**src/rtl/bus_pkg.sv**
```systemverilog
package bus_pkg;

	// byte address on the lite bus
	typedef logic [31:0] addr_t;

	// one data word
	typedef logic [31:0] word_t;

	// one strobe bit per byte lane of word_t
	typedef logic [3:0] strb_t;

	// response code on r and b channels
	typedef logic [1:0] resp_t;

	// standard response encodings
	localparam resp_t RESP_OKAY   = 2'd0;
	localparam resp_t RESP_SLVERR = 2'd2;
	localparam resp_t RESP_DECERR = 2'd3;

endpackage

```
**src/rtl/soc_pkg.sv**
```systemverilog
package soc_pkg;

	// main memory window
	localparam bus_pkg::addr_t MEM_BASE = 32'h8000_0000;
	localparam int MEM_WORDS = 1024;

	// uart data register window, write only
	localparam bus_pkg::addr_t UART_BASE = 32'ha000_03f8;
	localparam int UART_SPAN = 8;

	// clocks per serial bit
	localparam int BAUD_DIV = 8;

	// one serial character
	typedef logic [7:0] byte_t;

	// crossbar states, one transaction at a time
	typedef enum logic [2:0] {
		IDLE,
		RD_MEM,
		RD_ERR,
		WR_MEM,
		WR_UART,
		WR_ERR
	} xbar_state_t;

endpackage

```
**src/rtl/lite_if.sv**
```systemverilog


// write address, write data and write response channels
interface lite_wr_if;
	bus_pkg::addr_t awaddr;
	logic awvalid;
	logic awready;

	bus_pkg::word_t wdata;
	bus_pkg::strb_t wstrb;
	logic wvalid;
	logic wready;

	bus_pkg::resp_t bresp;
	logic bvalid;
	logic bready;

	modport mst (
		output awaddr, awvalid, wdata, wstrb, wvalid, bready,
		input awready, wready, bresp, bvalid
	);

	modport slv (
		input awaddr, awvalid, wdata, wstrb, wvalid, bready,
		output awready, wready, bresp, bvalid
	);
endinterface

```
**src/rtl/uart_tx_slave.sv**
```systemverilog
`timescale 1ns/1ps

module uart_tx_slave (
	input logic clk,
	input logic rst,
	lite_wr_if.slv wr,
	output logic tx
);

	localparam int FRAME_BITS = 10;

	soc_pkg::byte_t tx_byte;
	logic [FRAME_BITS-1:0] shreg;
	logic [$clog2(soc_pkg::BAUD_DIV)-1:0] baud_cnt;
	logic [$clog2(FRAME_BITS)-1:0] bit_cnt;
	logic busy;
	logic b_pend;
	logic wr_acc;

	// offset inside the uart window is ignored
	assign tx_byte = wr.wdata[7:0];

	// no new write until frame done and response taken
	assign wr_acc = wr.awvalid && wr.wvalid && !busy && !b_pend;
	assign wr.awready = wr_acc;
	assign wr.wready = wr_acc;
	assign wr.bvalid = b_pend;
	assign wr.bresp = bus_pkg::RESP_OKAY;

	// line idles high since the register refills with ones
	assign tx = shreg[0];

	always_ff @(posedge clk) begin
		if (rst) begin
			shreg <= '1;
			busy <= 1'b0;
			baud_cnt <= '0;
			bit_cnt <= '0;
		end else if (wr_acc) begin
			// stop, data lsb first, start
			shreg <= {1'b1, tx_byte, 1'b0};
			busy <= 1'b1;
			baud_cnt <= '0;
			bit_cnt <= '0;
		end else if (busy) begin
			if (baud_cnt == $bits(baud_cnt)'(soc_pkg::BAUD_DIV - 1)) begin
				baud_cnt <= '0;
				shreg <= {1'b1, shreg[FRAME_BITS-1:1]};
				if (bit_cnt == $bits(bit_cnt)'(FRAME_BITS - 1)) begin
					busy <= 1'b0;
				end else begin
					bit_cnt <= bit_cnt + 1'b1;
				end
			end else begin
				baud_cnt <= baud_cnt + 1'b1;
			end
		end
	end

	// write response, raised the cycle after acceptance
	always_ff @(posedge clk) begin
		if (rst) begin
			b_pend <= 1'b0;
		end else if (wr_acc) begin
			b_pend <= 1'b1;
		end else if (wr.bready) begin
			b_pend <= 1'b0;
		end
	end

endmodule

```
**src/flat_wrapper.sv**
```systemverilog
// flat-port wrapper written by rule: the top's interface ports become plain ports
module uart_tx_slave_flat 
  (clk, rst, tx, wr_awaddr, wr_awvalid, wr_wdata, wr_wstrb, wr_wvalid, wr_bready, wr_awready, wr_wready, wr_bresp, wr_bvalid);
  lite_wr_if wr_i ();
  input logic clk;
  input logic rst;
  output logic tx;
  input wire logic [$bits(wr_i.awaddr)-1:0] wr_awaddr;
  input wire logic [$bits(wr_i.awvalid)-1:0] wr_awvalid;
  input wire logic [$bits(wr_i.wdata)-1:0] wr_wdata;
  input wire logic [$bits(wr_i.wstrb)-1:0] wr_wstrb;
  input wire logic [$bits(wr_i.wvalid)-1:0] wr_wvalid;
  input wire logic [$bits(wr_i.bready)-1:0] wr_bready;
  output wire logic [$bits(wr_i.awready)-1:0] wr_awready;
  output wire logic [$bits(wr_i.wready)-1:0] wr_wready;
  output wire logic [$bits(wr_i.bresp)-1:0] wr_bresp;
  output wire logic [$bits(wr_i.bvalid)-1:0] wr_bvalid;
  assign wr_i.awaddr = wr_awaddr;
  assign wr_i.awvalid = wr_awvalid;
  assign wr_i.wdata = wr_wdata;
  assign wr_i.wstrb = wr_wstrb;
  assign wr_i.wvalid = wr_wvalid;
  assign wr_i.bready = wr_bready;
  assign wr_awready = wr_i.awready;
  assign wr_wready = wr_i.wready;
  assign wr_bresp = wr_i.bresp;
  assign wr_bvalid = wr_i.bvalid;
  uart_tx_slave u_core (.clk(clk), .rst(rst), .wr(wr_i), .tx(tx));
endmodule
```
**config.mk**
```make
export PLATFORM = sky130hd
export DESIGN_NAME = uart_tx_slave_flat
export DESIGN_NICKNAME = d
export VERILOG_FILES = /design/src/rtl/bus_pkg.sv /design/src/rtl/soc_pkg.sv /design/src/rtl/lite_if.sv /design/src/rtl/uart_tx_slave.sv /design/src/flat_wrapper.sv
export SDC_FILE = /design/constraint.sdc
export NUM_CORES = 1
export LEC_CHECK = 0
export ABC_AREA = 1
export BUFFER_PORTS_ARGS = -buffer_cell sky130_fd_sc_hd__buf_4
export CAP_MARGIN = 20
export CORE_MARGIN = 1.5
export CORE_UTILIZATION = 41
export DETAILED_ROUTE_END_ITERATION = 16
export MAX_ROUTING_LAYER = met4
export PLACE_DENSITY = 0.95
export SYNTH_ARGS = -nofsm -noshare
export SYNTH_HDL_FRONTEND = slang
export SYNTH_SLANG_ARGS = --single-unit
```
**constraint.sdc**
```tcl
create_clock -name clk -period 2.61 [get_ports clk]
set_clock_uncertainty 0.15 [all_clocks]
set_input_delay 0.261 -clock clk [delete_from_list [all_inputs] [get_ports clk]]
set_output_delay 0.261 -clock clk [all_outputs]
set_load 0.05 [all_outputs]
```
==> Word level (Yosys, flattened, before mapping) <==
Cells that the tools add are included.
{ "totals": {"regBits": 18, "latch_bits": 0, "ram_bits": 0, "romBits": 0, "inputBits": 73, "out_inout_bits": 6, "word_cells": 31, "mem_count": 0} }
{ "op_classes": {"n_addsub": 2, "n_mul": 0, "n_div": 0, "n_lt_le_gt_ge": 0, "n_eq_ne": 2, "shifts": 0, "muxes": 10, "n_bitwise": 1, "reduce_logical": 11} }
{ "op_table": {"columns": ["cell", "n"], "rows": [
  ["$mux W9", 3],
  ["$mux W1", 6],
  ["$reduce_bool A2 Y1", 3],
  ["$add A4 B1 Y4 const B", 1],
  ["$eq A4 B4 Y1 const B", 1],
  ["$add A3 B1 Y3 const B", 1],
  ["$eq A3 B3 Y1 const B", 1],
  ["$logic_and A1 B1 Y1", 3],
  ["$mux W3", 1],
  ["$reduce_and A3 Y1", 1],
  ["$logic_not A1 Y1", 2],
  ["$reduce_and A2 Y1", 1],
  ["$reduce_or A2 Y1", 1],
  ["$not A1 Y1", 1]
]} }

==> Logic depth before layout (Yosys ltp) <==
{ "depth": {"depth_word": 5, "mapped_depth": 8, "mapped_depth_nobuf": 8} }

==> Least setup slack after synthesis <==
OpenSTA, ideal clock, no wires.
{ "synth_timing": {"kind": "register -> output", "from": "register u_core.b_pend, in the netlist u_core.wr.bvalid", "to": "output wr_wready", "arrival_time_ps": 1466, "t_required_ps": 2199, "path_slack_ps": 733, "stages_incl_launch_ff": 6, "path_buffers": 2, "cell_sequence": "dfxtp_1 nor2_8 nand2_4 buf_6 clkinv_2 buf_4"} }
{ "synth_via": {"elab_chain_cells": 2} }
{ "synth_rtl": {"columns": ["element", "line_no", "source"], "rows": [
  ["start: declaration", "uart_tx_slave.sv:17", "logic b_pend;"],
  ["start signal: assignment", "uart_tx_slave.sv:63", "b_pend <= 1'b0;"],
  ["start signal: assignment", "uart_tx_slave.sv:65", "b_pend <= 1'b1;"],
  ["start signal: assignment", "uart_tx_slave.sv:67", "b_pend <= 1'b0;"],
  ["$logic_not A1 Y1", "uart_tx_slave.sv:24", "assign wr_acc = wr.awvalid && wr.wvalid && !busy && !b_pend;"],
  ["$logic_and A1 B1 Y1", "uart_tx_slave.sv:24", null],
  ["end: declaration", "flat_wrapper.sv:15", "output wire logic [$bits(wr_i.wready)-1:0] wr_wready;"]
]} }
Every way passes these cells.

==> Worst setup path after layout <==
{ "layout_timing": {"from": "register u_core.busy", "to": "output wr_awready"} }
{ "layout_via": {"elab_chain_cells": 3} }
{ "layout_rtl": {"columns": ["element", "line_no", "source"], "rows": [
  ["start: declaration", "uart_tx_slave.sv:16", "logic busy;"],
  ["start signal: assignment", "uart_tx_slave.sv:36", "busy <= 1'b0;"],
  ["start signal: assignment", "uart_tx_slave.sv:42", "busy <= 1'b1;"],
  ["start signal: assignment", "uart_tx_slave.sv:50", "busy <= 1'b0;"],
  ["$logic_not A1 Y1", "uart_tx_slave.sv:24", null],
  ["$logic_and A1 B1 Y1 (2 in a row)", "uart_tx_slave.sv:24", null],
  ["end: declaration", "flat_wrapper.sv:14", "output wire logic [$bits(wr_i.awready)-1:0] wr_awready;"]
]} }
Every way passes these cells.

==> out/qor.yml <==
run_status: "completed"
cp-startpoint: "u_core.busy$_SDFF_PP0_"
die_area_um2: 2680
post-place-ws_ns: 0.973
grt_pass1_vias: 803
crit_arrival_ns: 1.56
die_h_um: 51.7
wirelength_mm: 1.93
cts_root_buf: "clkbuf_4"
dpl.hpwl_mm: 1.32
cp_num_buf_inv: 2
crit_fanout: 20
vdd.ir_drop.worst_mv: 0.251
p_clk_frac: 0.302
postCtsSetupRepairBufs: 0
post-place-cells: 172
synth_top_family_by_area: "simple AND/OR/NAND/NOR gates"
yosysWarnings: 0
yosysTopAreaCell: "dfxtp_1"
synthXorXnorAreaFrac: 0
ys_seq_elements: 18
n_antenna_cell: 0
fin_crit_ns: 1.97
synth_top_area_frac: 0.370
fin_util: 0.503
drtPass1Iterations: 5
synthMuxAreaShare: 0
leakage_nw: 0.566
worstHoldStart: "wr_bready"
busiest_layer: "met2"
hp-class: "in2reg"
ys_seq_area_frac: 0.370
cts_buffers: 3
syn2layout_area_growth_pct: 15.3
netlist_top_cells_area: "dfxtp_1, nand2_1, nand3_1"
end_kind: "output pin"
floorplan.core_area_um2: 2230
synth.avg_cell_area_um2: 7.32
overflow: 0
initial_utilization: 0.436
cp.required_ns: 2.20
netlist_instances: 133
postRouteAntennaNets: 0
ios: 79
grtUsageTotal: 0.168
nets: 228
clkLatencyLatePin_ns: 0.29
cp-start-kind: "flop"
max_stage_delay_ns: 0.63
antenna_found_initial: 0
syn_area_um2: 973
drv_slew: 0
cpMaxStageDelayCell: "dfxtp_1"
grtUsageMet3: 0.0374
drtIter0Drc: 24
setup-tns-final_ns: 0
crit_chain: "nor2_8, nand2_4, clkinv_2, buf_4"
route.detailed.drc: 0
combPwrFrac: 0.175
hold_viol_final: 0
clock_path_buffers: 2
h-tree-depth: 1
cts_hold_buf: 1
clock-sinks: 18
r2r_setup_slack_ns: 0.94
io_buffers: 16
placed_area_um2: 1080
p_seq_frac: 0.523
path_class: "reg2out"
num_rows: 17
grt_pass1_wl_mm: 3.22
gr-usage-met2: 0.286
synthAdderAreaFrac: 0.0643
power_density_nw_per_um2: 511
drv_cap: 0
grtUsageMet1: 0.179
clkSlewWorstSetupHoldPaths_ns: 0.10
design_area_um2: 1120
place_congestion: 0.839
finalCritPeriodShare: 0.753
critPathTopFamily: "flip-flops"
vias: 919
wire_per_inst_um: 10.9
layout-drive-gt1-share: 0.168
synth_simple_gate_area_frac: 0.409
grt_max_degree: 21
r2r-start: "u_core.baud_cnt[0]$_SDFFE_PP0P_"
p_int_mw: 0.411
max_freq_mhz: 509
stdcell_count: 177
ctsResizeCount: 0
rsz0062_at_grt: "false"
die_width_um: 51.7
final.setup.worst_slack_ns: 0.644
synth-compound-area-share: 0.0476
setup_violations: 0
via_per_inst: 5.19
ys_types: 19
netSwitchingFraction: 0.283
cts_tree: "yes"
p_switching_mw: 0.162
==> final timing paths <==
check,endpoint,depth (start not counted)
worst min-delay path,u_core.wr.bvalid$_SDFFE_PP0P_,4
worst max register to register,u_core.shreg[2]$_SDFFE_PP1P_,8
worst max-delay path,wr_awready,4
worst min register to register,u_core.shreg[0]$_SDFFE_PP1P_,2
==> cells in the final DEF, fill, tap and decap left out <==
| master | Yosys | routed |
|---|---|---|
| nand3_1 | 21 | 21 |
| nand2_4 | 2 | 2 |
| clkbuf_4 | 0 | 3 |
| conb_1 | 1 | 2 |
| buf_4 | 3 | 16 |
| a21oi_1 | 8 | 8 |
| nor2_1 | 8 | 8 |
| inv_2 | 1 | 1 |
| inv_1 | 9 | 9 |
| clkinv_1 | 1 | 1 |
| a31oi_1 | 1 | 1 |
| nand2_1 | 40 | 40 |
| dfxtp_1 | 18 | 18 |
| clkbuf_8 | 0 | 1 |
| clkinv_2 | 1 | 1 |
| nand4_1 | 2 | 2 |
| nor3_1 | 1 | 1 |
| nand3b_1 | 7 | 7 |
| ha_1 | 5 | 5 |
| dlygate4sd3_1 | 0 | 1 |
| nor2_8 | 1 | 1 |
==> metal layers <==
metal  vias up  wire, um
li1        461         -
met1       420       858
met2        31       922
met3         7       100
met4         0        53
met5         -         0
==> sequential cells by signal, summed over array words and instances, names as in the netlist <==
| name | cells |
|---|---|
| u_core.baud_cnt | 3 |
| u_core.bit_cnt | 4 |
| u_core.busy | 1 |
| u_core.shreg | 9 |
| u_core.wr.bvalid | 1 |
==> per-stage QoR <==
stage | hold WS [ns] | power (mW)
3_3_place_gp | 0.302 | 0.400
2_1_floorplan | 0.180 | 0.383
3_5_place_dp | 0.304 | 0.404
4_1_cts | 0.0437 | 0.576
5_1_grt | 0.0622 | 0.600
6_report | 0.0471 | 0.574
==> power by group through the flow <==
stage               logic [mW]  clock network (mW)  registers, mW
detailed placement      0.0980                   0          0.306
global route             0.110               0.189          0.302
global placement        0.0952                   0          0.305
CTS                      0.101               0.176          0.300
floorplan               0.0748                   0          0.308
finish                   0.100               0.173          0.300
==> synthesized netlist by cell type <==
master,count
nand2_1,40
nand3_1,21
dfxtp_1,18
inv_1,9
a21oi_1,8
nor2_1,8
nand3b_1,7
ha_1,5
buf_4,3
buf_6,3
nand2_4,2
nand4_1,2
a31oi_1,1
clkinv_1,1
clkinv_2,1
conb_1,1
inv_2,1
nor2_8,1
nor3_1,1
==> worst reg2reg max path: stages (launching register included) <==
cell and delay (ns):
dfxtp_1 0.34, ha_1 0.22, ha_1 0.25, nand2_4 0.14, inv_1 0.15, nand2_1 0.09
nand2_1 0.05, nand2_1 0.07, nand3_1 0.08
==> logic make-up (layout without fill, tap and decap cells) <==
logic type	count (synthesis)	after routing
compound gates	9	9
fa+ha+maj	5	5
buf+inv	18	33
flops	18	18
other cells	1	2
simple gates	82	82
==> final cells by class <==
type	instances	area, um2
Tap cell	28	35.0
Timing Repair Buffer	17	130
Multi-Input combinational cell	98	514
Fill cell	234	1110
Sequential cell	18	360
Inverter	12	46.3
Clock buffer	4	36.3
(Power assumes the default switching activity.)
