==> src/rtl/bus_pkg.sv <==
package bus_pkg;

	// byte address on the lite bus
	typedef logic [31:0] addr_t;

	// one data word
	typedef logic [31:0] word_t;

	// one strobe bit per byte lane of word_t
	typedef logic [3:0] strb_t;

	// response code on r and b channels
	typedef logic [1:0] resp_t;

	// standard response encodings
	localparam resp_t RESP_OKAY   = 2'd0;
	localparam resp_t RESP_SLVERR = 2'd2;
	localparam resp_t RESP_DECERR = 2'd3;

endpackage

==> src/rtl/soc_pkg.sv <==
package soc_pkg;

	// main memory window
	localparam bus_pkg::addr_t MEM_BASE = 32'h8000_0000;
	localparam int MEM_WORDS = 1024;

	// uart data register window, write only
	localparam bus_pkg::addr_t UART_BASE = 32'ha000_03f8;
	localparam int UART_SPAN = 8;

	// clocks per serial bit
	localparam int BAUD_DIV = 8;

	// one serial character
	typedef logic [7:0] byte_t;

	// crossbar states, one transaction at a time
	typedef enum logic [2:0] {
		IDLE,
		RD_MEM,
		RD_ERR,
		WR_MEM,
		WR_UART,
		WR_ERR
	} xbar_state_t;

endpackage

==> src/rtl/lite_if.sv <==
`timescale 1ns/1ps

// read address and read data channels
interface lite_rd_if;
	bus_pkg::addr_t araddr;
	logic arvalid;
	logic arready;

	bus_pkg::word_t rdata;
	bus_pkg::resp_t rresp;
	logic rvalid;
	logic rready;

	modport mst (
		output araddr, arvalid, rready,
		input arready, rdata, rresp, rvalid
	);

	modport slv (
		input araddr, arvalid, rready,
		output arready, rdata, rresp, rvalid
	);
endinterface

// write address, write data and write response channels
interface lite_wr_if;
	bus_pkg::addr_t awaddr;
	logic awvalid;
	logic awready;

	bus_pkg::word_t wdata;
	bus_pkg::strb_t wstrb;
	logic wvalid;
	logic wready;

	bus_pkg::resp_t bresp;
	logic bvalid;
	logic bready;

	modport mst (
		output awaddr, awvalid, wdata, wstrb, wvalid, bready,
		input awready, wready, bresp, bvalid
	);

	modport slv (
		input awaddr, awvalid, wdata, wstrb, wvalid, bready,
		output awready, wready, bresp, bvalid
	);
endinterface

==> src/rtl/bus_xbar.sv <==
`timescale 1ns/1ps

module bus_xbar (
	input logic clk,
	input logic rst,
	lite_rd_if.slv up_rd,
	lite_wr_if.slv up_wr,
	lite_rd_if.mst mem_rd,
	lite_wr_if.mst mem_wr,
	lite_wr_if.mst uart_wr
);

	soc_pkg::xbar_state_t state;
	soc_pkg::xbar_state_t state_nxt;

	// error response phase, address side already taken
	logic err_pend;
	bus_pkg::resp_t err_code;

	function automatic logic in_mem(input bus_pkg::addr_t addr);
		bus_pkg::addr_t off;
		off = addr - soc_pkg::MEM_BASE;
		return addr >= soc_pkg::MEM_BASE && off < bus_pkg::addr_t'(soc_pkg::MEM_WORDS * 4);
	endfunction

	function automatic logic in_uart(input bus_pkg::addr_t addr);
		bus_pkg::addr_t off;
		off = addr - soc_pkg::UART_BASE;
		return addr >= soc_pkg::UART_BASE && off < bus_pkg::addr_t'(soc_pkg::UART_SPAN);
	endfunction

	always_ff @(posedge clk) begin
		if (rst) begin
			state <= soc_pkg::IDLE;
		end else begin
			state <= state_nxt;
		end
	end

	// read errors keep their code until the r handshake
	always_ff @(posedge clk) begin
		if (state == soc_pkg::IDLE && up_rd.arvalid) begin
			err_code <= in_uart(up_rd.araddr) ? bus_pkg::RESP_SLVERR : bus_pkg::RESP_DECERR;
		end
	end

	always_ff @(posedge clk) begin
		if (rst) begin
			err_pend <= 1'b0;
		end else if (state_nxt == soc_pkg::IDLE) begin
			err_pend <= 1'b0;
		end else if (state == soc_pkg::RD_ERR && up_rd.arvalid) begin
			err_pend <= 1'b1;
		end else if (state == soc_pkg::WR_ERR && up_wr.awvalid && up_wr.wvalid) begin
			err_pend <= 1'b1;
		end
	end

	// next state; read wins when both arrive together
	always_comb begin
		state_nxt = state;
		case (state)
			soc_pkg::IDLE: begin
				if (up_rd.arvalid) begin
					if (in_mem(up_rd.araddr)) begin
						state_nxt = soc_pkg::RD_MEM;
					end else begin
						state_nxt = soc_pkg::RD_ERR;
					end
				end else if (up_wr.awvalid) begin
					if (in_mem(up_wr.awaddr)) begin
						state_nxt = soc_pkg::WR_MEM;
					end else if (in_uart(up_wr.awaddr)) begin
						state_nxt = soc_pkg::WR_UART;
					end else begin
						state_nxt = soc_pkg::WR_ERR;
					end
				end
			end
			soc_pkg::RD_MEM: begin
				if (mem_rd.rvalid && up_rd.rready) begin
					state_nxt = soc_pkg::IDLE;
				end
			end
			soc_pkg::RD_ERR, soc_pkg::WR_ERR: begin
				if (err_pend && ((state == soc_pkg::RD_ERR) ? up_rd.rready : up_wr.bready)) begin
					state_nxt = soc_pkg::IDLE;
				end
			end
			soc_pkg::WR_MEM: begin
				if (mem_wr.bvalid && up_wr.bready) begin
					state_nxt = soc_pkg::IDLE;
				end
			end
			soc_pkg::WR_UART: begin
				if (uart_wr.bvalid && up_wr.bready) begin
					state_nxt = soc_pkg::IDLE;
				end
			end
			default: begin
				state_nxt = soc_pkg::IDLE;
			end
		endcase
	end

	// channel routing; everything not routed stays quiet
	always_comb begin
		up_rd.arready = 1'b0;
		up_rd.rdata = '0;
		up_rd.rresp = bus_pkg::RESP_OKAY;
		up_rd.rvalid = 1'b0;
		up_wr.awready = 1'b0;
		up_wr.wready = 1'b0;
		up_wr.bresp = bus_pkg::RESP_OKAY;
		up_wr.bvalid = 1'b0;

		mem_rd.araddr = '0;
		mem_rd.arvalid = 1'b0;
		mem_rd.rready = 1'b0;
		mem_wr.awaddr = '0;
		mem_wr.awvalid = 1'b0;
		mem_wr.wdata = '0;
		mem_wr.wstrb = '0;
		mem_wr.wvalid = 1'b0;
		mem_wr.bready = 1'b0;

		uart_wr.awaddr = '0;
		uart_wr.awvalid = 1'b0;
		uart_wr.wdata = '0;
		uart_wr.wstrb = '0;
		uart_wr.wvalid = 1'b0;
		uart_wr.bready = 1'b0;

		case (state)
			soc_pkg::RD_MEM: begin
				mem_rd.araddr = up_rd.araddr;
				mem_rd.arvalid = up_rd.arvalid;
				up_rd.arready = mem_rd.arready;
				up_rd.rdata = mem_rd.rdata;
				up_rd.rresp = mem_rd.rresp;
				up_rd.rvalid = mem_rd.rvalid;
				mem_rd.rready = up_rd.rready;
			end
			soc_pkg::WR_MEM: begin
				mem_wr.awaddr = up_wr.awaddr;
				mem_wr.awvalid = up_wr.awvalid;
				up_wr.awready = mem_wr.awready;
				mem_wr.wdata = up_wr.wdata;
				mem_wr.wstrb = up_wr.wstrb;
				mem_wr.wvalid = up_wr.wvalid;
				up_wr.wready = mem_wr.wready;
				up_wr.bresp = mem_wr.bresp;
				up_wr.bvalid = mem_wr.bvalid;
				mem_wr.bready = up_wr.bready;
			end
			soc_pkg::WR_UART: begin
				uart_wr.awaddr = up_wr.awaddr;
				uart_wr.awvalid = up_wr.awvalid;
				up_wr.awready = uart_wr.awready;
				uart_wr.wdata = up_wr.wdata;
				uart_wr.wstrb = up_wr.wstrb;
				uart_wr.wvalid = up_wr.wvalid;
				up_wr.wready = uart_wr.wready;
				up_wr.bresp = uart_wr.bresp;
				up_wr.bvalid = uart_wr.bvalid;
				uart_wr.bready = up_wr.bready;
			end
			soc_pkg::RD_ERR: begin
				// xbar answers as the slave
				up_rd.arready = !err_pend;
				up_rd.rvalid = err_pend;
				up_rd.rresp = err_code;
			end
			soc_pkg::WR_ERR: begin
				up_wr.awready = !err_pend;
				up_wr.wready = !err_pend;
				up_wr.bvalid = err_pend;
				up_wr.bresp = bus_pkg::RESP_DECERR;
			end
			default: begin
			end
		endcase
	end

endmodule

==> src/flat_wrapper.sv <==
// flat-port wrapper written by rule: the top's interface ports become plain ports
module bus_xbar_flat 
  (clk, rst, up_rd_araddr, up_rd_arvalid, up_rd_rready, up_rd_arready, up_rd_rdata, up_rd_rresp, up_rd_rvalid, up_wr_awaddr, up_wr_awvalid, up_wr_wdata, up_wr_wstrb, up_wr_wvalid, up_wr_bready, up_wr_awready, up_wr_wready, up_wr_bresp, up_wr_bvalid, mem_rd_araddr, mem_rd_arvalid, mem_rd_rready, mem_rd_arready, mem_rd_rdata, mem_rd_rresp, mem_rd_rvalid, mem_wr_awaddr, mem_wr_awvalid, mem_wr_wdata, mem_wr_wstrb, mem_wr_wvalid, mem_wr_bready, mem_wr_awready, mem_wr_wready, mem_wr_bresp, mem_wr_bvalid, uart_wr_awaddr, uart_wr_awvalid, uart_wr_wdata, uart_wr_wstrb, uart_wr_wvalid, uart_wr_bready, uart_wr_awready, uart_wr_wready, uart_wr_bresp, uart_wr_bvalid);
  lite_rd_if up_rd_i ();
  lite_wr_if up_wr_i ();
  lite_rd_if mem_rd_i ();
  lite_wr_if mem_wr_i ();
  lite_wr_if uart_wr_i ();
  input logic clk;
  input logic rst;
  input wire logic [$bits(up_rd_i.araddr)-1:0] up_rd_araddr;
  input wire logic [$bits(up_rd_i.arvalid)-1:0] up_rd_arvalid;
  input wire logic [$bits(up_rd_i.rready)-1:0] up_rd_rready;
  output wire logic [$bits(up_rd_i.arready)-1:0] up_rd_arready;
  output wire logic [$bits(up_rd_i.rdata)-1:0] up_rd_rdata;
  output wire logic [$bits(up_rd_i.rresp)-1:0] up_rd_rresp;
  output wire logic [$bits(up_rd_i.rvalid)-1:0] up_rd_rvalid;
  input wire logic [$bits(up_wr_i.awaddr)-1:0] up_wr_awaddr;
  input wire logic [$bits(up_wr_i.awvalid)-1:0] up_wr_awvalid;
  input wire logic [$bits(up_wr_i.wdata)-1:0] up_wr_wdata;
  input wire logic [$bits(up_wr_i.wstrb)-1:0] up_wr_wstrb;
  input wire logic [$bits(up_wr_i.wvalid)-1:0] up_wr_wvalid;
  input wire logic [$bits(up_wr_i.bready)-1:0] up_wr_bready;
  output wire logic [$bits(up_wr_i.awready)-1:0] up_wr_awready;
  output wire logic [$bits(up_wr_i.wready)-1:0] up_wr_wready;
  output wire logic [$bits(up_wr_i.bresp)-1:0] up_wr_bresp;
  output wire logic [$bits(up_wr_i.bvalid)-1:0] up_wr_bvalid;
  output wire logic [$bits(mem_rd_i.araddr)-1:0] mem_rd_araddr;
  output wire logic [$bits(mem_rd_i.arvalid)-1:0] mem_rd_arvalid;
  output wire logic [$bits(mem_rd_i.rready)-1:0] mem_rd_rready;
  input wire logic [$bits(mem_rd_i.arready)-1:0] mem_rd_arready;
  input wire logic [$bits(mem_rd_i.rdata)-1:0] mem_rd_rdata;
  input wire logic [$bits(mem_rd_i.rresp)-1:0] mem_rd_rresp;
  input wire logic [$bits(mem_rd_i.rvalid)-1:0] mem_rd_rvalid;
  output wire logic [$bits(mem_wr_i.awaddr)-1:0] mem_wr_awaddr;
  output wire logic [$bits(mem_wr_i.awvalid)-1:0] mem_wr_awvalid;
  output wire logic [$bits(mem_wr_i.wdata)-1:0] mem_wr_wdata;
  output wire logic [$bits(mem_wr_i.wstrb)-1:0] mem_wr_wstrb;
  output wire logic [$bits(mem_wr_i.wvalid)-1:0] mem_wr_wvalid;
  output wire logic [$bits(mem_wr_i.bready)-1:0] mem_wr_bready;
  input wire logic [$bits(mem_wr_i.awready)-1:0] mem_wr_awready;
  input wire logic [$bits(mem_wr_i.wready)-1:0] mem_wr_wready;
  input wire logic [$bits(mem_wr_i.bresp)-1:0] mem_wr_bresp;
  input wire logic [$bits(mem_wr_i.bvalid)-1:0] mem_wr_bvalid;
  output wire logic [$bits(uart_wr_i.awaddr)-1:0] uart_wr_awaddr;
  output wire logic [$bits(uart_wr_i.awvalid)-1:0] uart_wr_awvalid;
  output wire logic [$bits(uart_wr_i.wdata)-1:0] uart_wr_wdata;
  output wire logic [$bits(uart_wr_i.wstrb)-1:0] uart_wr_wstrb;
  output wire logic [$bits(uart_wr_i.wvalid)-1:0] uart_wr_wvalid;
  output wire logic [$bits(uart_wr_i.bready)-1:0] uart_wr_bready;
  input wire logic [$bits(uart_wr_i.awready)-1:0] uart_wr_awready;
  input wire logic [$bits(uart_wr_i.wready)-1:0] uart_wr_wready;
  input wire logic [$bits(uart_wr_i.bresp)-1:0] uart_wr_bresp;
  input wire logic [$bits(uart_wr_i.bvalid)-1:0] uart_wr_bvalid;
  assign up_rd_i.araddr = up_rd_araddr;
  assign up_rd_i.arvalid = up_rd_arvalid;
  assign up_rd_i.rready = up_rd_rready;
  assign up_rd_arready = up_rd_i.arready;
  assign up_rd_rdata = up_rd_i.rdata;
  assign up_rd_rresp = up_rd_i.rresp;
  assign up_rd_rvalid = up_rd_i.rvalid;
  assign up_wr_i.awaddr = up_wr_awaddr;
  assign up_wr_i.awvalid = up_wr_awvalid;
  assign up_wr_i.wdata = up_wr_wdata;
  assign up_wr_i.wstrb = up_wr_wstrb;
  assign up_wr_i.wvalid = up_wr_wvalid;
  assign up_wr_i.bready = up_wr_bready;
  assign up_wr_awready = up_wr_i.awready;
  assign up_wr_wready = up_wr_i.wready;
  assign up_wr_bresp = up_wr_i.bresp;
  assign up_wr_bvalid = up_wr_i.bvalid;
  assign mem_rd_araddr = mem_rd_i.araddr;
  assign mem_rd_arvalid = mem_rd_i.arvalid;
  assign mem_rd_rready = mem_rd_i.rready;
  assign mem_rd_i.arready = mem_rd_arready;
  assign mem_rd_i.rdata = mem_rd_rdata;
  assign mem_rd_i.rresp = mem_rd_rresp;
  assign mem_rd_i.rvalid = mem_rd_rvalid;
  assign mem_wr_awaddr = mem_wr_i.awaddr;
  assign mem_wr_awvalid = mem_wr_i.awvalid;
  assign mem_wr_wdata = mem_wr_i.wdata;
  assign mem_wr_wstrb = mem_wr_i.wstrb;
  assign mem_wr_wvalid = mem_wr_i.wvalid;
  assign mem_wr_bready = mem_wr_i.bready;
  assign mem_wr_i.awready = mem_wr_awready;
  assign mem_wr_i.wready = mem_wr_wready;
  assign mem_wr_i.bresp = mem_wr_bresp;
  assign mem_wr_i.bvalid = mem_wr_bvalid;
  assign uart_wr_awaddr = uart_wr_i.awaddr;
  assign uart_wr_awvalid = uart_wr_i.awvalid;
  assign uart_wr_wdata = uart_wr_i.wdata;
  assign uart_wr_wstrb = uart_wr_i.wstrb;
  assign uart_wr_wvalid = uart_wr_i.wvalid;
  assign uart_wr_bready = uart_wr_i.bready;
  assign uart_wr_i.awready = uart_wr_awready;
  assign uart_wr_i.wready = uart_wr_wready;
  assign uart_wr_i.bresp = uart_wr_bresp;
  assign uart_wr_i.bvalid = uart_wr_bvalid;
  bus_xbar u_core (.clk(clk), .rst(rst), .up_rd(up_rd_i), .up_wr(up_wr_i), .mem_rd(mem_rd_i), .mem_wr(mem_wr_i), .uart_wr(uart_wr_i));
endmodule
==> config.mk <==
export PLATFORM = sky130hd
export DESIGN_NAME = bus_xbar_flat
export DESIGN_NICKNAME = d
export VERILOG_FILES = /design/src/rtl/bus_pkg.sv /design/src/rtl/soc_pkg.sv /design/src/rtl/lite_if.sv /design/src/rtl/bus_xbar.sv /design/src/flat_wrapper.sv
export SDC_FILE = /design/constraint.sdc
export NUM_CORES = 1
export LEC_CHECK = 0
export ABC_AREA = 1
export BUFFER_PORTS_ARGS = -buffer_cell sky130_fd_sc_hd__clkbuf_2
export CAP_MARGIN = 20
export CORE_AREA = 2 2 145 147
export CTS_CLUSTER_DIAMETER = 200
export CTS_CLUSTER_SIZE = 8
export DETAILED_ROUTE_END_ITERATION = 7
export DIE_AREA = 0 0 147 149
export PLACE_DENSITY = 0.56
export RECOVER_POWER = 25
export SYNTH_ARGS = -nofsm -noshare
export SYNTH_HDL_FRONTEND = slang
export SYNTH_SLANG_ARGS = --single-unit
==> constraint.sdc <==
create_clock -name clk -period 4.4 [get_ports clk]
set_input_delay 0.22 -clock clk [delete_from_list [all_inputs] [get_ports clk]]
set_output_delay 0.22 -clock clk [all_outputs]
set_load 0.005 [all_outputs]
---- Yosys cells after proc, flatten, opt, wreduce, memory -nomap -nowiden ----
Cells that the tools add are included.
storage, ports and cells
  register bits ........................... 6
  input port bits ......................... 153
  logic and storage cells ................. 75
cells by class
  add/sub/neg operators ................... 4
  $lt $le $gt $ge ......................... 8
  equal/unequal tests ..................... 5
  muxes and demuxes ....................... 37
  reduce and logical (&&, ||, !) cells .... 18
operators with widths
  kind                                                                    number
  32-bit two-way mux                                                      6
  32-bit greater-or-equal comparator, second input constant               4
  32-bit subtractor, second input constant                                4
  32-bit by 13-bit < comparator with 1-bit output, second input constant  2
  32-bit by 4-bit < comparator with 1-bit output, second input constant   2
  3-bit two-way mux                                                       7
  3-bit case mux with 5 select lines                                      1
  1-bit two-way mux                                                       13
  1-bit logical AND                                                       12
  1-bit case mux with 3 select lines                                      3
  4-bit two-way mux                                                       2
  3-bit by 2-bit == test with 1-bit output, second input constant         2
  3-bit == test, second input constant                                    2
  3-bit zero test                                                         2
  2-bit case mux with 3 select lines                                      1
  1-bit case mux with 2 select lines                                      2
  2-bit case mux with 2 select lines                                      1
  2-bit OR reduction                                                      2
  3-bit by 1-bit == test with 1-bit output, second input constant         1
  2-bit two-way mux                                                       1
  2-bit nonzero test                                                      1
  1-bit zero test                                                         1

---- Longest topological paths before layout ----
Gate-level depths: netlist (run 1).
  word-level depth ........................ 10
  mapped depth ............................ 17
  gate-level depth less buffers ........... 17

---- Least setup slack after synthesis (run 1) ----
OpenSTA, ideal clock, no wires.
  kind .................................... input -> register
  from .................................... input up_rd_araddr[3]
  to ...................................... register u_core.err_code[0] (data pin)
  library setup time ...................... 0.268 ns
  arrival ................................. 1.524 ns
  required time ........................... 4.132 ns
  setup slack ............................. 2.608 ns
  stages .................................. 13
  path buffers ............................ 0
  path through ............................ ha_1 -> nand2_1 -> nor2_1 -> nand2_1 -> nor2_1 -> nor2_1 -> nand3_1 -> nor2_1 -> nand3_1 -> nand2_1 -> nand2_1 -> nor2_1 -> nand4_1
between the ends
  word-level cells in the longest chain between the ends .. 4
ends and longest elaborated chain
  what                                            line                RTL
  start, declared                                 flat_wrapper.sv:11  input wire logic [$bits(up_rd_i.araddr)-1:0] up_rd_araddr;
  32-bit subtractor                               bus_xbar.sv:28      off = addr - soc_pkg::UART_BASE;
  32-bit by 4-bit < comparator with 1-bit output  bus_xbar.sv:29      return addr >= soc_pkg::UART_BASE && off < bus_pkg::addr_t'(soc_pkg::UART_SPAN);
  1-bit logical AND *                             bus_xbar.sv:29
  1-bit two-way mux *                             bus_xbar.sv:43      err_code <= in_uart(up_rd.araddr) ? bus_pkg::RESP_SLVERR : bus_pkg::RESP_DECERR;
  end signal, assigned                            bus_xbar.sv:43
  end, declared                                   bus_xbar.sv:18      bus_pkg::resp_t err_code;
Every way passes the cells marked *; elsewhere a longest branch is shown, timed or not.
A chain may end at the register's enable or synchronous reset.

---- Worst setup path in the final report (run 1) ----
  from .................................... register u_core.state[2]
  to ...................................... output mem_wr_awaddr[21]
between the ends
  word-level cells in the longest chain between the ends .. 2
ends and longest elaborated chain
  what                                      line                RTL
  start, declared                           bus_xbar.sv:13      soc_pkg::xbar_state_t state;
  start signal, assigned                    bus_xbar.sv:34      state <= soc_pkg::IDLE;
  start signal, assigned                    bus_xbar.sv:36      state <= state_nxt;
  3-bit by 2-bit == test with 1-bit output  bus_xbar.sv:134     case (state)
  32-bit two-way mux                        bus_xbar.sv:134
  end, declared                             flat_wrapper.sv:35  output wire logic [$bits(mem_wr_i.awaddr)-1:0] mem_wr_awaddr;
No other way between the ends.

==> results.md, run 1 <==
- Clock-pin slew on the worst setup and hold paths: 0.03 ns
- Cts repair resizes: 0
- Normalized max-slew margin: -6.55%
- Power, Total: 672 uW
- Max_cap viols: 1
- Max Fclk: 357 MHz
- Num CTS Buffers: 3
- Gate count of the mapped netlist: 777
- Initial antenna violation count: 0
- Die area: 0.0219 sq mm
- Rows: 53
- Initial Utilization: 16.2%
- H-Tree Level Count: 1
- Sequential cell area fraction in the yosys report: 3.30%
- Slowest cell on the critical path: inv_1
- Setup TNS: 0 ns
- Yosys reg bits: 5
- First-pass GRT wire length: 25600 um
- Nets: 1288
- Async SR Flop Fraction: 0%
- Run status: finished, violations left
- DRC: 0
- DPL Wire Length: 14900 um
- Critical path capture point type: output pin
- Routed via count: 5748
- Pwr/cell area: 122 mW/mm^2
- Wirelength per Cell: 12.2 um
- Endpoints failing hold: 0
- Ys Warns: 0
- Hold crit path type: in -> reg
- Largest net degree at the start of global routing: 68
- Synth Cell Area: 0.00333 sq mm
- Post-Route WL: 17200 um
- Commonest register cell after synthesis: dfxtp_1
- Fillers: 2461
- Sequence of cells on the critical path: nor3_1 > inv_1 > buf_4 > nor2_1 > clkbuf_2
- P&R area growth vs syn: 65.6%
- Layout cells sized above 1: 32.1%
- Total gr overflow: 0
- Die height: 149 um
- Bufs and invs on worst path: 3
- Setup Skew: 0.000112 ns
- Crit Path Class: reg -> out
- Vias/cell: 4.08
- Tcrit/Tclk final: 63.6%
- Syn_nets: 932
- Cell variety after synth: 33
- Vias in the first global route: 5166
- RSZ-0062 raised after global routing: false
- Post-synth EDFFs: 1
- Worst Path Arrival: 2.58 ns
- Max IR drop VDD: 0.0996 mV
- GRT Total Usage: 14.4%
- CP max stage delay: 1.14 ns
- Final ANT Viol Nets: 0
- Buffers from clock root to sink, at most: 2
- Failing checks: max-capacitance violations, max-slew violations
- P_leak: 0.00372 uW
- CP Launch Type: flip-flop
- Delay-heaviest family, CP: buffers and inverters
- Clk sinks: 5
- Final min period: 2.80 ns
- Routability Congestion: 0.965
- Final Setup Violations: 0
- Port Buffer Count: 369
- Req. time, crit path: 4.18 ns
- Worst-margin pin slew: 1.60 ns
- Post-CTS Hold Buffers: 0
- CTS root buffer: clkbuf_16
- CTS tree: done
- Die span in x: 147 um
- Core area: 0.0206 sq mm
- Initial detailed-routing violation count: 225
- Count of pins over their slew limit: 46
- Initial DRT Pass Iterations: 4
- Clock latency on the worst-skew pair: 0.23 ns
- Top-Level Pins: 370
- Mapped Avg Cell Area: 4.29 sq um
- Crit-path max FO: 45
- Post-CTS Setup Bufs: 0
==> cells by family (layout without fill, tap and decap cells) <==
kind of cell               Yosys count  after routing  synth area share (%)
DFF                                  5              5                  3.30
xor gates and xnor gates            13             13                  3.41
adders and majority gates            2              2                 0.750
AOI/OAI and AO/OA                   34             34                  5.89
buffers and inverters              202            557                  23.0
other                                0              1                     0
and+or+nand+nor                    521            521                  63.7
==> placed cells by master (no fill, tap or decap), types with 2 or more instances in the layout <==
| cell type | count |
|---|---|
| nor3_1 | 13 |
| buf_4 | 3 |
| clkbuf_2 | 344 |
| xor2_1 | 12 |
| dfxtp_1 | 4 |
| nor2_4 | 2 |
| ha_1 | 2 |
| inv_1 | 177 |
| o21ai_0 | 15 |
| a221o_1 | 2 |
| clkbuf_16 | 3 |
| nand2_2 | 2 |
| inv_2 | 3 |
| nand3_1 | 43 |
| nand2_1 | 141 |
| nand4_1 | 14 |
| nor2_2 | 3 |
| clkbuf_1 | 26 |
| nor4_1 | 3 |
| nor2_1 | 296 |
| o211ai_1 | 2 |
| a21oi_1 | 9 |
==> registers in the layout, summed over array words and instances, names as in the netlist <==
| name | flops |
|---|---|
| u_core.state | 3 |
| u_core.err_code | 1 |
| u_core.err_pend | 1 |
==> cells in the mapped netlist (2+ instances only) <==
| master | instances | share of area, % |
|---|---|---|
| dfxtp_1 | 4 | 2.4 |
| ha_1 | 2 | 0.75 |
| nor3_1 | 13 | 2.0 |
| nor2_2 | 3 | 0.56 |
| a21oi_1 | 9 | 1.4 |
| nand2_2 | 2 | 0.38 |
| nor4_1 | 3 | 0.56 |
| nor2_4 | 3 | 1.0 |
| o211ai_1 | 2 | 0.45 |
| inv_1 | 176 | 20 |
| a221o_1 | 2 | 0.60 |
| nand3_1 | 43 | 6.5 |
| nor2_1 | 295 | 33 |
| clkbuf_1 | 18 | 2.0 |
| nand2_1 | 141 | 16 |
| o21ai_0 | 15 | 2.3 |
| xor2_1 | 12 | 3.2 |
| nand4_1 | 14 | 2.6 |
| buf_1 | 3 | 0.34 |
| inv_2 | 4 | 0.45 |
==> final timing paths <==
path / from / slack (ns) / cells after the start / end
worst max-delay path: u_core.state[2]$_SDFF_PP0_ / 1.60 / 5 / mem_wr_awaddr[21]
worst min-delay path: rst / 0.20 / 2 / u_core.state[2]$_SDFF_PP0_
worst max register to register: u_core.state[1]$_SDFF_PP0_ / 2.35 / 10 / u_core.err_pend$_SDFFE_PP0P_
worst min register to register: u_core.state[1]$_SDFF_PP0_ / 0.73 / 3 / u_core.err_code[0]$_DFFE_PP_
==> final cells by class <==
cell class	count	area, sq um	area share, %
timing repair buffer	373	1860	33.7
multi-input combinational	570	2450	44.4
antenna	1	2.50	0.0453
sequential	5	110	1.99
tap	275	344	6.23
inverter	180	676	12.2
clock buffer	4	78.8	1.43
==> routing by layer <==
| layer | wire length (um) | global-route usage, % |
|---|---|---|
| met3 | 1260 | 2.32 |
| met4 | 314 | 3.65 |
| met2 | 8480 | 26.5 |
| met5 | 0 | 0 |
| met1 | 7170 | 17.4 |
==> where the power goes <==
part | internal, uW | leakage (uW) | switching [uW] | total (uW)
clock | 120 | 0.0000382 | 31.5 | 152
sequential | 52.4 | 0.0000392 | 4.30 | 56.7
combinational | 178 | 0.00364 | 285 | 464
==> worst register-to-register path, delay by kind of cell, from the launching register on <==
family / cells / cell delay, ns
AOI/OAI and AO/OA: 1 / 0.07
buffers and inverters: 3 / 0.63
DFF: 1 / 0.34
and+or+nand+nor: 6 / 0.90
==> stage by stage <==
stage	area [sq um]	setup slack [ns]	util, %	std cells	hold WS (ns)
floorplan	3330	2.61	-	777	0.289
global placement	5460	2.24	26.5	1402	0.437
detailed placement	5460	2.16	26.5	1402	0.437
CTS	5540	1.92	26.9	1406	0.198
global route	5520	1.37	26.8	1407	0.206
finish	5520	1.60	26.9	1408	0.199
(Power assumes the default switching activity.)
==> run 2, diff against run 1 <==
==> constraint.sdc (replaced) <==
create_clock -name clk -period 2.6 [get_ports clk]
set_input_delay 0.13 -clock clk [delete_from_list [all_inputs] [get_ports clk]]
set_output_delay 0.13 -clock clk [all_outputs]
set_load 0.005 [all_outputs]
==> run 2 against run 1 <==
  * The run now ends clean
  * Clock-buffer cell count unchanged
  * Setup slack got worse by 1.2 ns
  * Clock power increased by 72%
  * Sequential power increased by 70%
  * Critical path type unchanged
  * Largest cell class unchanged
  * Final area increased by 0.27%
==> results.md, run 2 (same netlist as run 1, synthesis figures left out) <==
- Wirelength per Cell: 12.2 um (about the same)
- Biggest register: u_core.state (unchanged)
- Slowest cell on the critical path: clkbuf_4 (was inv_1)
- FF-to-FF Start: u_core.state[1]$_SDFF_PP0_ (unchanged)
- Post-Route WL: 17300 um (was 17200 um)
- Cts repair resizes: 0 (unchanged)
- GRT Total Usage: 14.3% (was 14.4%)
- Crit. path cell count: 8 (was 5)
- # diodes: 0 (was 1)
- Nets: 1291 (was 1288)
- Top-Level Pins: 370 (unchanged)
- Setup TNS: 0 ns (unchanged)
- Max IR drop VDD: 0.145 mV (was 0.0996 mV)
- Final Setup Violations: 0 (unchanged)
- Vias/cell: 4.07 (was 4.08)
- Reg2reg end: u_core.err_pend$_SDFFE_PP0P_ (unchanged)
- First-pass GRT wire length: 25400 um (was 25600 um)
- Clock-pin slew on the worst setup and hold paths: 0.03 ns (about the same)
- Delay-heaviest family, CP: buffers and inverters (unchanged)
- Bufs and invs on worst path: 5 (was 3)
- Run status: completed (was finished, violations left)
- Die area: 0.0219 sq mm (unchanged)
- Sequence of cells on the critical path: inv_1 > nand2_1 > nor2_1 > buf_4 > inv_1 > clkbuf_4 > nor2_1 > clkbuf_2 (was nor3_1 > inv_1 > buf_4 > nor2_1 > clkbuf_2)
- CTS root buffer: clkbuf_16 (unchanged)
- Crit Path Class: reg -> out (unchanged)
- Setup Skew: 0.00105 ns (was 0.000112 ns)
- Pwr/cell area: 206 mW/mm^2 (was 122 mW/mm^2)
- Largest registers: u_core.state: 3 flops, u_core.err_code: 1 flops, u_core.err_pend: 1 flops (unchanged)
- Cell area after layout: 0.00554 sq mm (was 0.00552 sq mm)
- RSZ-0062 raised after global routing: false (unchanged)
- Top routing layer used: met4 (unchanged)
- Initial antenna violation count: 0 (unchanged)
- Final min period: 2.22 ns
- DRC: 0 (unchanged)
- Count of pins over their slew limit: 0 (was 46)
- Core area: 0.0206 sq mm (unchanged)
- Most common cell after layout, fill and taps aside: clkbuf_2 (unchanged)
- Initial DRT Pass Iterations: 5 (was 4)
- Crit-path max FO: 71 (was 45)
- Critical Path Start: u_core.state[1]$_SDFF_PP0_ (was u_core.state[2]$_SDFF_PP0_)
- Req. time, crit path: 2.47 ns (was 4.18 ns)
- CP Launch Type: flip-flop (unchanged)
- CP max stage delay: 0.66 ns (was 1.14 ns)
- DPL Wire Length: 14900 um (about the same)
- Met3 Routed Length: 1380 um (was 1260 um)
- Buffers from clock root to sink, at most: 2 (unchanged)
- Vias in the first global route: 5021 (was 5166)
- Post-CTS Setup Bufs: 0 (unchanged)
- Post-CTS Hold Buffers: 0 (unchanged)
- Largest register FFs: 3 (unchanged)
- Critical path capture point type: output pin (unchanged)
- Rows: 53 (unchanged)
- P&R area growth vs syn: 66.0% (was 65.6%)
- H-Tree Level Count: 1 (unchanged)
- Endpoints failing hold: 0 (unchanged)
- Largest net degree at the start of global routing: 72 (was 68)
- Routed via count: 5742 (was 5748)
- Routed length on met1: 7030 um (was 7170 um)
- Port Buffer Count: 369 (unchanged)
- Layout cells sized above 1: 32.9% (was 32.1%)
- Clock latency on the worst-skew pair: 0.23 ns (about the same)
- Initial Utilization: 16.2% (unchanged)
- Hold crit path type: in -> reg (unchanged)
- Initial detailed-routing violation count: 167 (was 225)
- Fillers: 2442 (was 2461)
- Worst Path Arrival: 2.09 ns (was 2.58 ns)
- Dpl cell area: 0.00550 sq mm (was 0.00546 sq mm)
- DR WL met2: 8620 um (was 8480 um)
- Max Fclk: 450 MHz
- Die span in x: 147 um (unchanged)
- Normalized max-slew margin: 45.2% (was -6.55%)
- CTS tree: done (unchanged)
- Total gr overflow: 0 (unchanged)
- Routability Congestion: 0.967 (was 0.965)
- Final ANT Viol Nets: 0 (unchanged)
- Num CTS Buffers: 3 (unchanged)
- Tcrit/Tclk final: 85.5%
- Worst Setup EP: uart_wr_wdata[12] (was mem_wr_awaddr[21])
- Worst-margin pin slew: 0.822 ns (was 1.60 ns)
- Reg2reg path depth: 10 (unchanged)
- Clk sinks: 5 (unchanged)
- Reg2reg setup slack: 0.72 ns (was 2.35 ns)
- Max_cap viols: 0 (was 1)
- Most frequent cells in the layout: 351 x clkbuf_2, 295 x nor2_1, 176 x inv_1 (was 344 x clkbuf_2, 296 x nor2_1, 177 x inv_1)
- P_leak: 0.00375 uW (was 0.00372 uW)
- Die height: 149 um (unchanged)
-- run 2: worst reg2reg max path, stage by stage, from the launching register on --
cell and delay [ns]:
dfxtp_1 0.36, inv_1 0.08, nor3_1 0.42, o211ai_1 0.13, nand2_1 0.10, inv_1 0.04
or3_1 0.33, nor2_1 0.12, nand3_1 0.08, nand2_1 0.07, inv_1 0.03
-- run 2: final cells by class --
class | instances | area (sq um) | share of cell area [%]
Clock buffer | 4 | 78.8 | 1.42
Inverter | 180 | 676 | 12.2
Multi-Input combinational cell | 570 | 2450 | 44.3
Sequential cell | 5 | 110 | 1.99
Tap cell | 275 | 344 | 6.22
Timing Repair Buffer | 376 | 1870 | 33.8
-- run 2: through the flow --
step	total power (uW)	instances	setup slack [ns]	hold WS [ns]	utilization, %
2_1_floorplan	479	777	0.898	0.199	-
3_3_place_gp	899	1406	0.585	0.345	26.8
3_5_place_dp	899	1406	0.555	0.347	26.8
4_1_cts	1170	1410	0.441	0.106	27.1
5_1_grt	1250	1410	0.227	0.119	26.9
6_report	1140	1410	0.378	0.111	26.9
-- run 2: how the worst min path moves through the flow --
stage	from	endpoint	slack, ns	cells past startpoint
finish	rst	u_core.state[1]$_SDFF_PP0_	0.11	2
global route	rst	u_core.state[1]$_SDFF_PP0_	0.12	2
CTS	rst	u_core.state[2]$_SDFF_PP0_	0.11	2
detailed placement	rst	u_core.state[0]$_SDFF_PP0_	0.35	2
global placement	rst	u_core.state[1]$_SDFF_PP0_	0.34	2
floorplan	rst	u_core.state[0]$_SDFF_PP0_	0.20	1
-- run 2: power by group --
group / internal [uW] / leakage, uW / switching [uW]
logic: 303 / 0.00367 / 482
registers: 88.7 / 0.0000392 / 7.80
clock network: 204 / 0.0000382 / 57.2
total: 596 / 0.00375 / 547
-- run 2: layer usage --
layer	track usage, %	vias up
met5	0	-
met4	3.13	0
met3	2.87	16
met2	26.2	255
met1	17.3	2473
li1	-	2998
==> run 3, diff against run 2 <==
==> constraint.sdc (replaced) <==
create_clock -name clk -period 2.6 [get_ports clk]
set_input_delay 0.13 -clock clk [delete_from_list [all_inputs] [get_ports clk]]
set_output_delay 0.13 -clock clk [all_outputs]
set_load 0.05 [all_outputs]
==> run 3 against run 2 <==
  * Sequential cell count unchanged
  * Critical path depth decreased by 2
  * Die area unchanged
  * First-iteration DRC count increased by 50%
  * Clock skew decreased by 0.00075 ns
  * Clock-buffer cell count unchanged
  * Wire length increased by 0.86%
  * Combinational power increased by 72%
  * Maximum frequency decreased by 6.5%
==> results.md, run 3 (same netlist as run 1, synthesis figures left out) <==
- Worst-margin pin slew: 0.880 ns (was 0.822 ns)
- Run status: completed (unchanged)
- GRT Total Usage: 14.5% (was 14.3%)
- Die span in x: 147 um (unchanged)
- Post-CTS Hold Buffers: 0 (unchanged)
- Req. time, crit path: 2.47 ns (about the same)
- DRC: 0 (unchanged)
- Fillers: 2451 (was 2442)
- DPL Wire Length: 15100 um (was 14900 um)
- Die area: 0.0219 sq mm (unchanged)
- RSZ-0062 raised after global routing: false (unchanged)
- Cts repair resizes: 0 (unchanged)
- Initial Utilization: 16.2% (unchanged)
- CTS tree: done (unchanged)
- Total gr overflow: 0 (unchanged)
- Clk sinks: 5 (unchanged)
- Layout cells sized above 1: 30.5% (was 32.9%)
- Count of pins over their slew limit: 0 (unchanged)
- CP Launch Type: flip-flop (unchanged)
- Biggest register: u_core.state (unchanged)
- Vias/cell: 4.12 (was 4.07)
- Endpoints failing hold: 0 (unchanged)
- Max Fclk: 421 MHz (was 450 MHz)
- Vias in the first global route: 5197 (was 5021)
- Crit Path Class: reg -> out (unchanged)
- Initial DRT Pass Iterations: 4 (was 5)
- Largest net degree at the start of global routing: 68 (was 72)
- Largest register FFs: 3 (unchanged)
- Routed via count: 5808 (was 5742)
- Multi-input logic area: 0.00246 sq mm (was 0.00245 sq mm)
- Reg area: 110 sq um (unchanged)
- P&R area growth vs syn: 70.0% (was 66.0%)
- Core area: 0.0206 sq mm (unchanged)
- Most common cell after layout, fill and taps aside: clkbuf_2 (unchanged)
- Tcrit/Tclk final: 91.5% (was 85.5%)
- Hold WS: 0.106 ns (was 0.111 ns)
- Setup Skew: 0.000298 ns (was 0.00105 ns)
- Post-Route WL: 17400 um (was 17300 um)
- # diodes: 0 (unchanged)
- Largest registers: u_core.state: 3 flops, u_core.err_code: 1 flops, u_core.err_pend: 1 flops (unchanged)
- Worst Path Arrival: 2.25 ns (was 2.09 ns)
- Max IR drop VDD: 0.152 mV (was 0.145 mV)
- Crit-path max FO: 49 (was 71)
- Wirelength per Cell: 12.3 um (was 12.2 um)
- P_leak: 0.00370 uW (was 0.00375 uW)
- Top-Level Pins: 370 (unchanged)
- Num CTS Buffers: 3 (unchanged)
- Initial detailed-routing violation count: 250 (was 167)
- H-Tree Level Count: 1 (unchanged)
- Critical path capture point type: output pin (unchanged)
- Post-CTS Setup Bufs: 0 (unchanged)
- First-pass GRT wire length: 25800 um (was 25400 um)
- Most frequent cells in the layout: 314 x clkbuf_2, 295 x nor2_1, 176 x inv_1 (was 351 x clkbuf_2, 295 x nor2_1, 176 x inv_1)
- Clock latency on the worst-skew pair: 0.23 ns (about the same)
- Routability Congestion: 0.909 (was 0.967)
- Clock-pin slew on the worst setup and hold paths: 0.03 ns (about the same)
- Die height: 149 um (unchanged)
- Max_cap viols: 0 (unchanged)
- Port Buffer Count: 369 (unchanged)
- Final ANT Viol Nets: 0 (unchanged)
- Pwr/cell area: 300 mW/mm^2 (was 206 mW/mm^2)
- CTS root buffer: clkbuf_16 (unchanged)
- Final min period: 2.38 ns (was 2.22 ns)
- Normalized max-slew margin: 41.3% (was 45.2%)
- Rows: 53 (unchanged)
- Buffers from clock root to sink, at most: 2 (unchanged)
- Setup TNS: 0 ns (unchanged)
- Final Setup Violations: 0 (unchanged)
- Hold crit path type: in -> reg (unchanged)
- Nets: 1292 (was 1291)
- Initial antenna violation count: 0 (unchanged)
==> run 3: where the power goes <==
group	leakage (uW)	internal [uW]	switching, uW
Combinational	0.00362	317	1030
Sequential	0.0000392	88.7	7.35
Clock	0.0000382	204	53.8
Total	0.00370	609	1090
==> run 3: cell type report <==
type,count,area share [%]
repair buffers,377,35.3
clock buffers,4,1.39
flip-flops and latches,5,1.94
inverters,180,11.9
well taps,275,6.07
multi-input cells,570,43.4
==> run 3: routing by layer <==
| metal | global-route usage [%] | part of all wire (%) | vias up |
|---|---|---|---|
| met5 | 0 | 0 | - |
| met4 | 3.56 | 2.1 | 0 |
| met3 | 2.11 | 7.0 | 22 |
| met2 | 27.3 | 49 | 261 |
| met1 | 17.2 | 42 | 2526 |
| li1 | - | - | 2999 |
==> run 3: per-stage QoR <==
stage,cell area (sq um),instances,utilization (%),worst slack [ns],total power (uW)
global placement,5670,1406,27.6,0.473,1460
floorplan,3330,777,-,0.540,1030
CTS,5740,1410,27.9,0.105,1730
detailed placement,5670,1406,27.6,0.360,1460
global route,5670,1411,27.6,0.0473,1820
finish,5670,1411,27.6,0.222,1700
==> run 3: worst paths after layout <==
path,start,end,slack [ns],depth (start not counted)
worst min register to register,u_core.state[1]$_SDFF_PP0_,u_core.err_code[0]$_DFFE_PP_,0.72,3
worst max-delay path,u_core.state[0]$_SDFF_PP0_,up_rd_rvalid,0.22,6
worst min-delay path,rst,u_core.state[1]$_SDFF_PP0_,0.11,2
worst max register to register,u_core.state[1]$_SDFF_PP0_,u_core.err_pend$_SDFFE_PP0P_,0.53,11
==> run 3: worst max-delay path, stage by stage (launching register included) <==
cell      delay, ns
dfxtp_1        0.38
inv_1          0.09
nor3_1         0.47
inv_2          0.32
buf_12         0.26
o22ai_1        0.16
clkbuf_2       0.31
